<file path="config.mk">
export PLATFORM = sky130hd
export DESIGN_NAME = ooo_core
export DESIGN_NICKNAME = d
export VERILOG_FILES = /design/src/core_pkg.sv /design/src/core_ctrl.sv /design/src/rename_map.sv /design/src/phys_regfile.sv /design/src/issue_queue.sv /design/src/exec_unit.sv /design/src/reorder_buffer.sv /design/src/ooo_core.sv
export VERILOG_INCLUDE_DIRS = /design/src
export SDC_FILE = /design/constraint.sdc
export NUM_CORES = 2
export LEC_CHECK = 0
export BUFFER_PORTS_ARGS = -buffer_cell sky130_fd_sc_hd__buf_2
export CAP_MARGIN = 20
export CORE_ASPECT_RATIO = 0.9
export CORE_MARGIN = 2
export CORE_UTILIZATION = 24
export CTS_BUF_LIST = sky130_fd_sc_hd__clkbuf_16
export CTS_CLUSTER_DIAMETER = 30
export DETAILED_ROUTE_END_ITERATION = 6
export SYNTH_ARGS = -nofsm -noshare
export SYNTH_HDL_FRONTEND = slang
export SYNTH_SLANG_ARGS = --single-unit
</file>
<file path="constraint.sdc">
create_clock -name clock -period 28.8 [get_ports clock]
set_input_delay 1.44 -clock clock [delete_from_list [all_inputs] [get_ports clock]]
set_output_delay 1.44 -clock clock [all_outputs]
set_load 0.05 [all_outputs]
</file>
<file path="src/core_macros.svh">
`ifndef CORE_MACROS_SVH
`define CORE_MACROS_SVH

// datapath and register file sizes
`define XLEN      32
`define NUM_ARCH  8     // architectural registers
`define NUM_PHYS  16    // physical registers, twice the arch count

// buffer depths
`define ROB_DEPTH 8     // power of two, pointers wrap on their own
`define IQ_DEPTH  4

`define MUL_LAT   3     // issue to result bus, in edges
`define ZERO_REG  0     // never renamed, reads as zero

`endif

</file>
<file path="src/core_pkg.sv">
`include "core_macros.svh"

package core_pkg;

	// halt is the top legal code, everything above it is illegal
	typedef enum logic [3:0] {
		OP_ADD  = 4'd0,
		OP_SUB  = 4'd1,
		OP_AND  = 4'd2,
		OP_OR   = 4'd3,
		OP_XOR  = 4'd4,
		OP_ADDI = 4'd5,
		OP_MUL  = 4'd6,
		OP_HALT = 4'd7
	} opcode_e;

	typedef enum logic [1:0] {RUN, DRAIN, HALTED} core_state_e;

	// also used as the commit kind, normal / halt / illegal
	typedef enum logic [1:0] {NO_ERROR, HALTED_ON_HALT, HALTED_ON_ILLEGAL} halt_status_e;

	typedef logic [$clog2(`NUM_ARCH)-1:0]  arch_idx_t;
	typedef logic [$clog2(`NUM_PHYS)-1:0]  phys_idx_t;
	typedef logic [$clog2(`ROB_DEPTH)-1:0] rob_idx_t;

	typedef struct packed {
		logic [3:0]       opcode;  // raw, decoded in core_ctrl
		arch_idx_t        dest;
		arch_idx_t        src_a;
		arch_idx_t        src_b;
		logic [`XLEN-1:0] imm;
	} dispatch_t;

	typedef struct packed {
		opcode_e          op;
		phys_idx_t        tag_a;
		phys_idx_t        tag_b;
		phys_idx_t        dest;   // 0 when nothing is written
		logic             rdy_a;
		logic [`XLEN-1:0] val_a;
		logic             rdy_b;
		logic [`XLEN-1:0] val_b;  // immediate for addi
		rob_idx_t         rob_idx;
	} renamed_t;

	typedef struct packed {
		logic             valid;
		phys_idx_t        tag;
		rob_idx_t         rob_idx;
		logic [`XLEN-1:0] value;
	} cdb_t;

	typedef struct packed {
		arch_idx_t        dest;
		logic             wr_en;
		logic [`XLEN-1:0] value;
	} commit_t;

endpackage

</file>
<file path="src/core_ctrl.sv">
`timescale 1ns/1ps

module core_ctrl (
	input  logic                   clock,
	input  logic                   rst_n,
	input  logic                   disp_valid,
	input  logic [3:0]             disp_opcode,   // raw field from the instruction
	input  logic                   free_empty,
	input  logic                   rob_full,
	input  logic                   iq_full,
	input  logic                   commit_valid,
	input  core_pkg::halt_status_e commit_kind,
	output logic                   disp_fire,
	output core_pkg::opcode_e      disp_op,
	output logic                   disp_illegal,
	output logic                   stall,
	output core_pkg::halt_status_e halt_status
);
	import core_pkg::*;

	core_state_e state;

	// an illegal code decodes as a halt downstream
	always_comb begin
		disp_illegal = 1'b0;
		case (disp_opcode)
			OP_ADD, OP_SUB, OP_AND, OP_OR, OP_XOR, OP_ADDI, OP_MUL, OP_HALT:
				disp_op = opcode_e'(disp_opcode);
			default: begin
				disp_op      = OP_HALT;
				disp_illegal = 1'b1;
			end
		endcase
	end

	assign stall     = free_empty | rob_full | iq_full | (state != RUN);
	assign disp_fire = disp_valid & ~stall;

	always_ff @(posedge clock) begin
		if (!rst_n) begin
			state       <= RUN;
			halt_status <= NO_ERROR;
		end else begin
			case (state)
				RUN:    if (disp_fire && disp_op == OP_HALT) state <= DRAIN;  // stop taking new work
				DRAIN:  if (commit_valid && commit_kind != NO_ERROR) begin
					state       <= HALTED;
					halt_status <= commit_kind;  // halt or illegal reached the head
				end
				default: state <= HALTED;        // sticky until reset
			endcase
		end
	end

	// a halted core retires nothing
	a_no_commit_when_halted: assert property (@(posedge clock) disable iff (!rst_n)
		(state == HALTED) |-> !commit_valid);

endmodule

</file>
<file path="src/rename_map.sv">
`timescale 1ns/1ps
`include "core_macros.svh"

module rename_map (
	input  logic                clock,
	input  logic                rst_n,
	input  logic                disp_fire,
	input  core_pkg::dispatch_t disp_inst,
	output core_pkg::phys_idx_t src_a_tag,
	output core_pkg::phys_idx_t src_b_tag,
	output core_pkg::phys_idx_t dest_tag,    // 0 when no register is allocated
	output core_pkg::phys_idx_t prev_tag,
	output logic                free_empty,
	input  logic                free_valid,  // from commit
	input  core_pkg::phys_idx_t free_tag
);
	import core_pkg::*;

	phys_idx_t            map_q [`NUM_ARCH];
	logic [`NUM_PHYS-1:0] free_map;      // 1 = free
	phys_idx_t            low_free;
	logic                 needs_dest;

	// lowest free physical register
	always_comb begin
		low_free = '0;
		for (int i = `NUM_PHYS-1; i >= 0; i--)
			if (free_map[i]) low_free = phys_idx_t'(i);
	end

	// halt sits at the top of the legal codes, illegal ones lie above it
	assign needs_dest = (disp_inst.dest != `ZERO_REG) && (disp_inst.opcode < 4'(OP_HALT));

	assign src_a_tag  = map_q[disp_inst.src_a];
	assign src_b_tag  = map_q[disp_inst.src_b];
	assign prev_tag   = map_q[disp_inst.dest];  // freed when this one commits
	assign dest_tag   = needs_dest ? low_free : phys_idx_t'(0);
	assign free_empty = ~|free_map;

	always_ff @(posedge clock) begin
		if (!rst_n) begin
			for (int i = 0; i < `NUM_ARCH; i++) map_q[i] <= phys_idx_t'(i);  // identity
			for (int i = 0; i < `NUM_PHYS; i++) free_map[i] <= (i >= `NUM_ARCH);
		end else begin
			if (free_valid) free_map[free_tag] <= 1'b1;
			if (disp_fire && needs_dest) begin
				free_map[low_free]     <= 1'b0;
				map_q[disp_inst.dest]  <= low_free;
			end
		end
	end

	// a committed instruction only gives back a register that was in use
	a_no_double_free: assert property (@(posedge clock) disable iff (!rst_n)
		free_valid |-> !free_map[free_tag]);

endmodule

</file>
<file path="src/phys_regfile.sv">
`timescale 1ns/1ps
`include "core_macros.svh"

module phys_regfile (
	input  logic                clock,
	input  logic                rst_n,
	input  core_pkg::phys_idx_t src_a_tag,
	input  core_pkg::phys_idx_t src_b_tag,
	input  logic                alloc_valid,
	input  core_pkg::phys_idx_t alloc_tag,
	input  core_pkg::cdb_t      cdb,
	output logic [`XLEN-1:0]    src_a_val,
	output logic                src_a_rdy,
	output logic [`XLEN-1:0]    src_b_val,
	output logic                src_b_rdy
);
	import core_pkg::*;

	logic [`XLEN-1:0]     vals [`NUM_PHYS];
	logic [`NUM_PHYS-1:0] rdy;
	logic                 fwd_a, fwd_b;

	// bus beat bypass, tag 0 is the zero register and never takes a write
	assign fwd_a = cdb.valid && (cdb.tag == src_a_tag) && (src_a_tag != '0);
	assign fwd_b = cdb.valid && (cdb.tag == src_b_tag) && (src_b_tag != '0);

	assign src_a_val = fwd_a ? cdb.value : vals[src_a_tag];
	assign src_a_rdy = fwd_a | rdy[src_a_tag];
	assign src_b_val = fwd_b ? cdb.value : vals[src_b_tag];
	assign src_b_rdy = fwd_b | rdy[src_b_tag];

	always_ff @(posedge clock) begin
		if (!rst_n) begin
			for (int i = 0; i < `NUM_PHYS; i++) vals[i] <= '0;  // arch state starts at zero
			rdy <= '1;
		end else begin
			if (cdb.valid && cdb.tag != '0) begin
				vals[cdb.tag] <= cdb.value;
				rdy[cdb.tag]  <= 1'b1;
			end
			if (alloc_valid && alloc_tag != '0) rdy[alloc_tag] <= 1'b0;  // waits for its producer
		end
	end

endmodule

</file>
<file path="src/issue_queue.sv">
`timescale 1ns/1ps
`include "core_macros.svh"

module issue_queue (
	input  logic               clock,
	input  logic               rst_n,
	input  logic               disp_fire,
	input  core_pkg::renamed_t renamed,
	input  core_pkg::cdb_t     cdb,
	input  logic               wb_slot_busy,  // a multiply owns next bus cycle
	output logic               iq_full,
	output logic               issue_valid,
	output core_pkg::renamed_t issue_op
);
	import core_pkg::*;

	localparam int CW = $clog2(`IQ_DEPTH) + 1;
	typedef logic [$clog2(`IQ_DEPTH)-1:0] slot_t;

	renamed_t q      [`IQ_DEPTH];  // slot 0 is the oldest
	renamed_t woke   [`IQ_DEPTH];
	renamed_t q_next [`IQ_DEPTH];
	logic [CW-1:0] cnt, cnt_next;
	slot_t         sel;

	// capture a bus beat into waiting operands
	always_comb begin
		for (int i = 0; i < `IQ_DEPTH; i++) begin
			woke[i] = q[i];
			if (cdb.valid && !q[i].rdy_a && q[i].tag_a == cdb.tag) begin
				woke[i].rdy_a = 1'b1;
				woke[i].val_a = cdb.value;
			end
			if (cdb.valid && !q[i].rdy_b && q[i].tag_b == cdb.tag) begin
				woke[i].rdy_b = 1'b1;
				woke[i].val_b = cdb.value;
			end
		end
	end

	// oldest ready wins, walk from the top so slot 0 ends up on top
	always_comb begin
		issue_valid = 1'b0;
		sel         = '0;
		for (int i = `IQ_DEPTH-1; i >= 0; i--) begin
			if (i < cnt && woke[i].rdy_a && woke[i].rdy_b &&
			    (woke[i].op == OP_MUL || !wb_slot_busy)) begin
				issue_valid = 1'b1;
				sel         = slot_t'(i);
			end
		end
	end

	assign issue_op = woke[sel];
	assign iq_full  = (cnt == CW'(`IQ_DEPTH));

	// close the gap left by the issued entry, then append
	always_comb begin
		for (int i = 0; i < `IQ_DEPTH-1; i++)
			q_next[i] = (issue_valid && i >= sel) ? woke[i+1] : woke[i];
		q_next[`IQ_DEPTH-1] = woke[`IQ_DEPTH-1];
		cnt_next = cnt - CW'(issue_valid);
		if (disp_fire && renamed.op != OP_HALT) begin  // halt / illegal never execute
			q_next[slot_t'(cnt_next)] = renamed;
			cnt_next                  = cnt_next + 1'b1;
		end
	end

	always_ff @(posedge clock) begin
		if (!rst_n) cnt <= '0;
		else        cnt <= cnt_next;
	end

	always_ff @(posedge clock) q <= q_next;

endmodule

</file>
<file path="src/exec_unit.sv">
`timescale 1ns/1ps
`include "core_macros.svh"

module exec_unit (
	input  logic               clock,
	input  logic               rst_n,
	input  logic               issue_valid,
	input  core_pkg::renamed_t issue_op,
	output logic               wb_slot_busy,
	output core_pkg::cdb_t     cdb           // registered result bus
);
	import core_pkg::*;

	cdb_t               mul_pipe [`MUL_LAT-1];  // last stage is the bus register itself
	logic [`XLEN-1:0]   alu_val;
	logic               alu_issue, mul_issue;

	assign alu_issue = issue_valid && issue_op.op != OP_MUL;
	assign mul_issue = issue_valid && issue_op.op == OP_MUL;

	always_comb begin
		case (issue_op.op)
			OP_SUB:  alu_val = issue_op.val_a - issue_op.val_b;
			OP_AND:  alu_val = issue_op.val_a & issue_op.val_b;
			OP_OR:   alu_val = issue_op.val_a | issue_op.val_b;
			OP_XOR:  alu_val = issue_op.val_a ^ issue_op.val_b;
			default: alu_val = issue_op.val_a + issue_op.val_b;  // add, addi
		endcase
	end

	// a multiply in the last pipe stage lands on the bus at the next edge
	assign wb_slot_busy = mul_pipe[`MUL_LAT-2].valid;

	always_ff @(posedge clock) begin
		if (!rst_n) begin
			cdb <= '0;
			for (int i = 0; i < `MUL_LAT-1; i++) mul_pipe[i] <= '0;
		end else begin
			mul_pipe[0] <= '{mul_issue, issue_op.dest, issue_op.rob_idx,
			                  issue_op.val_a * issue_op.val_b};  // low half only
			for (int i = 1; i < `MUL_LAT-1; i++) mul_pipe[i] <= mul_pipe[i-1];
			if (alu_issue) cdb <= '{1'b1, issue_op.dest, issue_op.rob_idx, alu_val};
			else           cdb <= mul_pipe[`MUL_LAT-2];
		end
	end

	// the queue must hold back alu ops when a multiply is about to finish
	a_one_result_per_cycle: assert property (@(posedge clock) disable iff (!rst_n)
		alu_issue |-> !wb_slot_busy);

endmodule

</file>
<file path="src/reorder_buffer.sv">
`timescale 1ns/1ps
`include "core_macros.svh"

module reorder_buffer (
	input  logic                   clock,
	input  logic                   rst_n,
	input  logic                   disp_fire,
	input  core_pkg::arch_idx_t    disp_dest,
	input  core_pkg::phys_idx_t    dest_tag,
	input  core_pkg::phys_idx_t    prev_tag,
	input  core_pkg::halt_status_e disp_kind,
	output core_pkg::rob_idx_t     alloc_idx,
	input  core_pkg::cdb_t         cdb,
	output logic                   rob_full,
	output logic                   commit_valid,
	output core_pkg::commit_t      commit,
	output core_pkg::halt_status_e commit_kind,
	output logic                   free_valid,
	output core_pkg::phys_idx_t    free_tag
);
	import core_pkg::*;

	arch_idx_t        arch_q [`ROB_DEPTH];
	phys_idx_t        tag_q  [`ROB_DEPTH];
	phys_idx_t        prev_q [`ROB_DEPTH];
	halt_status_e     kind_q [`ROB_DEPTH];
	logic [`XLEN-1:0] val_q  [`ROB_DEPTH];
	logic [`ROB_DEPTH-1:0]       done;
	rob_idx_t                    head, tail;
	logic [$clog2(`ROB_DEPTH):0] count;

	assign alloc_idx    = tail;
	assign rob_full     = (count == `ROB_DEPTH);
	assign commit_valid = (count != '0) && done[head];  // in order, head only
	assign commit.dest  = arch_q[head];
	assign commit.wr_en = (arch_q[head] != `ZERO_REG);
	assign commit.value = val_q[head];
	assign commit_kind  = kind_q[head];
	assign free_valid   = commit_valid && commit.wr_en;
	assign free_tag     = prev_q[head];

	always_ff @(posedge clock) begin
		if (!rst_n) begin
			head  <= '0;
			tail  <= '0;
			count <= '0;
			done  <= '0;
		end else begin
			if (disp_fire) begin
				arch_q[tail] <= (disp_kind == NO_ERROR) ? disp_dest : arch_idx_t'(`ZERO_REG);
				tag_q[tail]  <= dest_tag;
				prev_q[tail] <= prev_tag;
				kind_q[tail] <= disp_kind;
				val_q[tail]  <= '0;
				done[tail]   <= (disp_kind != NO_ERROR);  // nothing to execute
				tail         <= tail + 1'b1;
			end
			if (cdb.valid) begin
				done[cdb.rob_idx]  <= 1'b1;
				val_q[cdb.rob_idx] <= cdb.value;
			end
			if (commit_valid) head <= head + 1'b1;
			case ({disp_fire, commit_valid})
				2'b10:   count <= count + 1'b1;
				2'b01:   count <= count - 1'b1;
				default: count <= count;
			endcase
		end
	end

	// a result returns to the entry whose rename gave out its tag
	a_cdb_tag_match: assert property (@(posedge clock) disable iff (!rst_n)
		cdb.valid |-> (cdb.tag == tag_q[cdb.rob_idx]) && !done[cdb.rob_idx]);

endmodule

</file>
<file path="src/ooo_core.sv">
`timescale 1ns/1ps
`include "core_macros.svh"

module ooo_core (
	input  logic                   clock,
	input  logic                   rst_n,
	input  logic                   disp_valid,    // dispatch strobe
	input  core_pkg::dispatch_t    disp_inst,     // held by the source while stall
	output logic                   stall,
	output logic                   commit_valid,  // one-cycle pulse per commit
	output core_pkg::commit_t      commit,
	output core_pkg::halt_status_e halt_status
);
	import core_pkg::*;

	logic         disp_fire;
	opcode_e      disp_op;
	logic         disp_illegal;
	halt_status_e disp_kind;
	logic         free_empty, rob_full, iq_full;
	halt_status_e commit_kind;
	phys_idx_t    src_a_tag, src_b_tag, dest_tag, prev_tag;
	logic         free_valid;
	phys_idx_t    free_tag;
	logic [`XLEN-1:0] src_a_val, src_b_val;
	logic         src_a_rdy, src_b_rdy;
	rob_idx_t     alloc_idx;
	renamed_t     renamed;
	renamed_t     issue_op;
	logic         issue_valid;
	logic         wb_slot_busy;
	cdb_t         cdb;

	assign disp_kind = disp_illegal ? HALTED_ON_ILLEGAL :
	                   (disp_op == OP_HALT) ? HALTED_ON_HALT : NO_ERROR;

	// addi takes its immediate as operand b of the queue entry
	always_comb begin
		renamed.op      = disp_op;
		renamed.tag_a   = src_a_tag;
		renamed.tag_b   = src_b_tag;
		renamed.dest    = dest_tag;
		renamed.rdy_a   = src_a_rdy;
		renamed.val_a   = src_a_val;
		renamed.rdy_b   = (disp_op == OP_ADDI) | src_b_rdy;
		renamed.val_b   = (disp_op == OP_ADDI) ? disp_inst.imm : src_b_val;
		renamed.rob_idx = alloc_idx;
	end

	////////////////////////////////////////////////////////////////////////////
	// control and rename
	////////////////////////////////////////////////////////////////////////////
	core_ctrl i_ctrl (
		.clock(clock), .rst_n(rst_n),
		.disp_valid(disp_valid), .disp_opcode(disp_inst.opcode),
		.free_empty(free_empty), .rob_full(rob_full), .iq_full(iq_full),
		.commit_valid(commit_valid), .commit_kind(commit_kind),
		.disp_fire(disp_fire), .disp_op(disp_op), .disp_illegal(disp_illegal),
		.stall(stall), .halt_status(halt_status)
	);

	rename_map i_rename (
		.clock(clock), .rst_n(rst_n),
		.disp_fire(disp_fire), .disp_inst(disp_inst),
		.src_a_tag(src_a_tag), .src_b_tag(src_b_tag),
		.dest_tag(dest_tag), .prev_tag(prev_tag), .free_empty(free_empty),
		.free_valid(free_valid), .free_tag(free_tag)
	);

	phys_regfile i_prf (
		.clock(clock), .rst_n(rst_n),
		.src_a_tag(src_a_tag), .src_b_tag(src_b_tag),
		.alloc_valid(disp_fire), .alloc_tag(dest_tag),   // tag 0 means no alloc
		.cdb(cdb),
		.src_a_val(src_a_val), .src_a_rdy(src_a_rdy),
		.src_b_val(src_b_val), .src_b_rdy(src_b_rdy)
	);

	////////////////////////////////////////////////////////////////////////////
	// issue, execute, retire
	////////////////////////////////////////////////////////////////////////////
	issue_queue i_iq (
		.clock(clock), .rst_n(rst_n),
		.disp_fire(disp_fire), .renamed(renamed), .cdb(cdb),
		.wb_slot_busy(wb_slot_busy), .iq_full(iq_full),
		.issue_valid(issue_valid), .issue_op(issue_op)
	);

	exec_unit i_ex (
		.clock(clock), .rst_n(rst_n),
		.issue_valid(issue_valid), .issue_op(issue_op),
		.wb_slot_busy(wb_slot_busy), .cdb(cdb)
	);

	reorder_buffer i_rob (
		.clock(clock), .rst_n(rst_n),
		.disp_fire(disp_fire), .disp_dest(disp_inst.dest),
		.dest_tag(dest_tag), .prev_tag(prev_tag), .disp_kind(disp_kind),
		.alloc_idx(alloc_idx), .cdb(cdb), .rob_full(rob_full),
		.commit_valid(commit_valid), .commit(commit), .commit_kind(commit_kind),
		.free_valid(free_valid), .free_tag(free_tag)
	);

endmodule

</file>
* Word-level counts from Yosys, hierarchy flattened
Memories as Yosys holds them, arrays and structs flattened. A register that Yosys moved wholly into a read port is not among the register bits. Index checks and enable logic that the tools add are counted.
Word-level totals: memory bits (writable) 952, output and inout bits 40, memories 7, bits in registers 437
Operators by class: multiply operators 1, bitwise logic cells 22, add/subtract/negate cells 8, reductions and logical operators 87, equality and inequality tests 37, mux-type cells 115, magnitude comparators 26
Memory list:
- i_prf.vals | depth 16, bits a word 32, rd ports 2, clocked after Yosys merged registers in 0, write ports 16, RTL line phys_regfile.sv:19 | logic [`XLEN-1:0] vals [`NUM_PHYS];
- i_rob.val_q | depth 8, bits a word 32, rd ports 1, clocked after Yosys merged registers in 1, write ports 2, RTL line reorder_buffer.sv:27 | logic [`XLEN-1:0] val_q [`ROB_DEPTH];
- i_ex.mul_pipe | depth 2, bits a word 40, rd ports 2, clocked after Yosys merged registers in 0, write ports 2, RTL line exec_unit.sv:14 | cdb_t mul_pipe [`MUL_LAT-1];
- i_rename.map_q | depth 8, bits a word 4, rd ports 3, clocked after Yosys merged registers in 0, write ports 8, RTL line rename_map.sv:19 | phys_idx_t map_q [`NUM_ARCH];
- i_rob.prev_q | depth 8, bits a word 4, rd ports 1, clocked after Yosys merged registers in 1, write ports 1, RTL line reorder_buffer.sv:25 | phys_idx_t prev_q [`ROB_DEPTH];
- i_rob.arch_q | depth 8, bits a word 3, rd ports 1, clocked after Yosys merged registers in 1, write ports 1, RTL line reorder_buffer.sv:23 | arch_idx_t arch_q [`ROB_DEPTH];
- +1 memories
Operator list (number):
- 85-bit 2-to-1 mux | 6
- 340-bit bitwise mux | 1
- 340-bit 2-to-1 mux | 1
- 33-bit 2-to-1 mux | 8
- 85-bit binary-select mux with 2-bit select | 1
- 85-bit demux with 2-bit select | 1
- 32-bit 2-to-1 mux | 4
- 32-bit case mux with 4 select lines | 1
- 40-bit 2-to-1 mux | 3
- 16-bit 2-to-1 mux | 6
- 4-bit 2-to-1 mux | 20
- 1-bit logical AND | 53
- 4-bit by 3-bit == test with 1-bit output (second input constant) | 12
- 4-bit == test | 10
- 3-bit 2-to-1 mux | 11
- 32-bit adder | 1
- 16-bit bitwise AND | 2
- 32-bit bitwise AND | 1
- 32-bit by 32-bit multiplier with 32-bit output | 1
- 16-bit inverter | 2
- 16-bit OR | 2
- 32-bit OR | 1
- 32-bit OR reduction | 1
- 32-bit subtractor | 1
- 50 further kinds | 146

* Logic depth before layout (Yosys ltp)
word-level depth 24, gate-level depth with buffers 47

* Cells and area by module
Synthesis repeated with hierarchy kept, for this count alone.
Second synthesis, totals: cell total of the unflattened synthesis 7721, area, all modules 89030.4 sq um
By module, submodules not included:
- phys_regfile | times used 1, area an instance 28174.5 sq um, cells each 1816, sequential area each 15695.1 sq um
- exec_unit | times used 1, area an instance 22402.7 sq um, cells each 2597, sequential area each 2402.3 sq um
- issue_queue | times used 1, area an instance 19505.0 sq um, cells each 2041, sequential area each 7056.8 sq um
- reorder_buffer | times used 1, area an instance 15214.6 sq um, cells each 908, sequential area each 10269.8 sq um
- rename_map | times used 1, area an instance 2929.1 sq um, cells each 292, sequential area each 1281.2 sq um
- ooo_core | times used 1, area an instance 571.8 sq um, cells each 40, sequential area each 0.0 sq um
- core_ctrl | times used 1, area an instance 232.7 sq um, cells each 27, sequential area each 80.1 sq um

* Worst setup path before layout
Ideal clock, no wire load.
kind register -> register, start register, netlist name i_ex.cdb[37], end memory i_ex.mul_pipe[0][30] (netlist name), buffers on the path 10, setup slack 18.532 ns, cell stages (with the launch flop) 44, data required time 28.728 ns, arrival 10.197 ns, library setup time 0.072 ns, cell sequence dfxtp_1 buf_4 inv_2 buf_6 a222oi_1 nand4_2 a221o_1 buf_2 o21ai_4 buf_6 buf_6 buf_6 buf_4 buf_2 mux2_2 inv_1 clkbuf_1 buf_1 [8 not listed] ha_1 inv_1 fa_1 inv_1 fa_1 ha_1 a21oi_1 o21bai_1 a21o_1 a2111oi_0 or3_1 a31o_2 o211ai_1 o41a_1 a211oi_1 o21ai_0 o21ai_0 mux2i_1
RTL lines (RTL line):
- end: declaration | exec_unit.sv:14

==> impl_metrics.tcl <==
set metrics [dict create \
    critPathTopFamily "adder cells" \
    clock-sinks 1392 \
    drv_cap 0 \
    cts_resized 0 \
    fin_crit_ns 12.88 \
    final_cell_area_um2 106000 \
    synth_area_leaders "edfxtp_1 30%, dfxtp_1 11%, fa_1 9.2%, nand2_1 7.4%, mux2i_1 7.1%" \
    mostFrequentLayoutCell "nand2_1" \
    die_w_um 647 \
    syn_inst 9287 \
    start_util_pct 24.1 \
    remaining_drc_errors 7 \
    path_common_cell "fa_1" \
    cts_tree "yes" \
    period_share_pct 44.7 \
    synth_top_cell_area_share_pct 29.9 \
    synth.distinct_cells 106 \
    syn2layout_area_growth_pct 18.1 \
    place_area_um2 95500 \
    synthArstFlopShare_pct 0 \
    seq_area_frac_synth_pct 41.2 \
    finalHoldViolCount 0 \
    fillerInstances 38200 \
    dp_slack_ns 16.03 \
    clk_pin_slew_ns 0.05 \
    fp.coreArea_um2 371000 \
    h-tree-depth 5 \
    synth_area_um2 89400 \
    hold_buffers 0 \
    critPathRequiredTime_ns 29.51 \
    grt_max_degree 152 \
    setup_tns_ns 0 \
    syn_avg_cell_area_um2 9.62 \
    startpoint "i_ex.cdb[38]$_SDFF_PN0_" \
    cpMaxStageDelayCell "dfxtp_1" \
    post_cts_buffers 0 \
    cp_max_fo 57 \
    startpoint_type "flop" \
    yosys_register_bits 1392 \
    cts_buffers 298 \
    drtPass1Iterations 7 \
    grt_antenna_before_repair 43 \
    dpl.hpwl_um 205000 \
    slew_headroom_pct 22.9 \
    cpPeakStageDelay_ns 0.92 \
    initialDrtViolationCount 8142 \
    r2r-end "i_ex.mul_pipe[0][31]$_SDFF_PN0_" \
    fin_worst_skew_ns 0.0565 \
    endpoint "i_ex.mul_pipe[0][31]$_SDFF_PN0_" \
    worst_pin_slew_ns 1.15 \
    finalNetCount 9882 \
    num_rows 212 \
    portBuffers 87 \
    final-seq-area_um2 36800 \
    synth_edf_count 891 \
    worst_slack_ns 15.92 \
    hp-class "flop to flop" \
    crit_buf_inv 10 \
    fin_cells 14400 \
    mostFrequentLayoutCells "1756 x nand2_1, 891 x edfxtp_1, 792 x and2_1" \
    drive_above_1_share_pct 11.9 \
    violations "DRC" \
    setup_viol 0 \
    r2r_slack_ns 15.92 \
    grtUsageTotal_pct 16.7 \
    outcome "finished with violations" \
    grt_pass1_vias 69600 \
    io_pins 88 \
    wl_per_cell_um 22.5 \
    die-area_um2 377000 \
    crit_type "flop to flop" \
    rsz0062_at_grt "false" \
    totalWireLength_um 323000 \
    crit_arrival_ns 13.59 \
    post-place-cells 13800 \
    endpoint_kind "flop" \
    vias 71700 \
    avgViaCountPerCell 4.99 \
    yosysTopAreaCell "edfxtp_1" \
    cts_buffer_depth 4 \
    overflow 0 \
    rr_startpoint "i_ex.cdb[38]$_SDFF_PN0_" \
    insertion_delay_ns 0.84 \
    hold_depth 1 \
    gp_congestion 0.954 \
    slew_viol_final 0 \
    yosys_warnings 0 \
    fmax_ghz 0.0776 \
    multiInputGateArea_um2 48500 \
    ff2ff_path_depth 36 \
    path_depth 36 \
    cts_root_buffer "clkbuf_16" \
    grt_pass1_wl_um 475000 \
    die_y_um 583 \
    postRouteAntennaNets 0 \
    ys.flop_type "edfxtp_1" \
]
-- per-layer routing --
metal	routed length (µm)	up-vias	global-route usage (%)	part of all wire, %
met1	138000	35200	23.4	43
met5	35	-	0	0.011
met2	137000	4139	24.6	43
li1	-	31600	-	-
met3	36300	737	4.30	11
met4	11800	6	6.02	3.6
-- how the worst min path moves through the flow --
stage | from | end | slack (ns)
final | i_ex.mul_pipe[0][8]$_SDFF_PN0_ | i_ex.mul_pipe[0][48]$_SDFF_PN0_ | 0.43
after global routing | i_ex.mul_pipe[0][8]$_SDFF_PN0_ | i_ex.mul_pipe[0][48]$_SDFF_PN0_ | 0.44
after CTS | i_ex.mul_pipe[0][15]$_SDFF_PN0_ | i_ex.mul_pipe[0][55]$_SDFF_PN0_ | 0.43
after detailed placement | i_ex.mul_pipe[0][3]$_SDFF_PN0_ | i_ex.mul_pipe[0][43]$_SDFF_PN0_ | 0.42
after global placement | i_ex.mul_pipe[0][38]$_SDFF_PN0_ | i_ex.mul_pipe[0][78]$_SDFF_PN0_ | 0.41
after floorplan | i_ex.mul_pipe[0][0]$_SDFF_PN0_ | i_ex.mul_pipe[0][40]$_SDFF_PN0_ | 0.41
-- sequential cells by signal, summed over array words and instances, names as in the netlist, named ones only --
register            cells
i_rob.alloc_idx         3
i_rename.free_map      16
i_ex.mul_pipe          80
i_ctrl.state            2
i_rob.prev_q           32
i_rob.val_q           256
i_rob.count             4
i_prf.vals            512
i_ex.cdb               40
i_rob.kind_q           16
i_iq.q                321
i_rob.head              3
i_prf.rdy              16
i_iq.cnt                3
i_ctrl.halt_status      2
i_rob.arch_q           24
i_rob.done              8
i_rename.map_q         32
-- per-stage QoR --
step	hold slack, ns	util (%)
after detailed placement	0.417	25.8
after global routing	0.440	28.5
after floorplan	0.412	-
final	0.428	28.5
after global placement	0.415	25.8
after CTS	0.429	28.4
-- synth_stat cells (11+ instances only) --
cell      count
a21oi_1     211
o31ai_1      14
fa_1        410
buf_2        20
or3_1        16
nand3_1     394
and2_1      792
dfxtp_1     501
nand2_1    1760
xor2_1       26
o22ai_1      13
ha_1        228
o21bai_1     13
clkinv_1     15
nand2b_1     17
mux4_2      100
a221oi_1     24
o21ai_0     326
inv_2        14
nor2_1      607
buf_1        74
mux2_2      111
and3_1      150
a211oi_1     48
o21a_1       11
or2_2        13
inv_1       489
a311oi_1    200
mux2i_1     638
xnor2_1     138
nor3_1       42
o211ai_1     16
edfxtp_1    891
clkbuf_1    619
nor2b_1      22
a31oi_1     124
a21o_1       23
-- cell type report --
cell class / instances / area share, %
Sequential cell: 1392 / 34.9
Inverter: 518 / 1.87
Clock inverter: 230 / 2.08
Timing Repair Buffer: 302 / 2.08
Antenna cell: 12 / 0.0285
Multi-Input combinational cell: 6684 / 46.0
Tap cell: 4922 / 5.84
Clock buffer: 305 / 7.23
-- cells by family (layout without fill, tap and decap cells) --
| family | Yosys count | after routing | synth area share (%) |
|---|---|---|---|
| AOI/OAI and AO/OA | 1124 | 1124 | 8.38 |
| xor gates and xnor gates | 164 | 164 | 1.61 |
| adders and majority gates | 641 | 641 | 12.4 |
| buffers and inverters | 1247 | 1355 | 5.36 |
| DFF | 1392 | 1392 | 41.2 |
| muxes | 857 | 857 | 11.2 |
| other | 1 | 49 | 0.00420 |
| and+or+nand+nor | 3861 | 3861 | 19.9 |
Power is not shown: default switching activity piles up to over one toggle a cycle in this logic, so the estimate is an artifact.
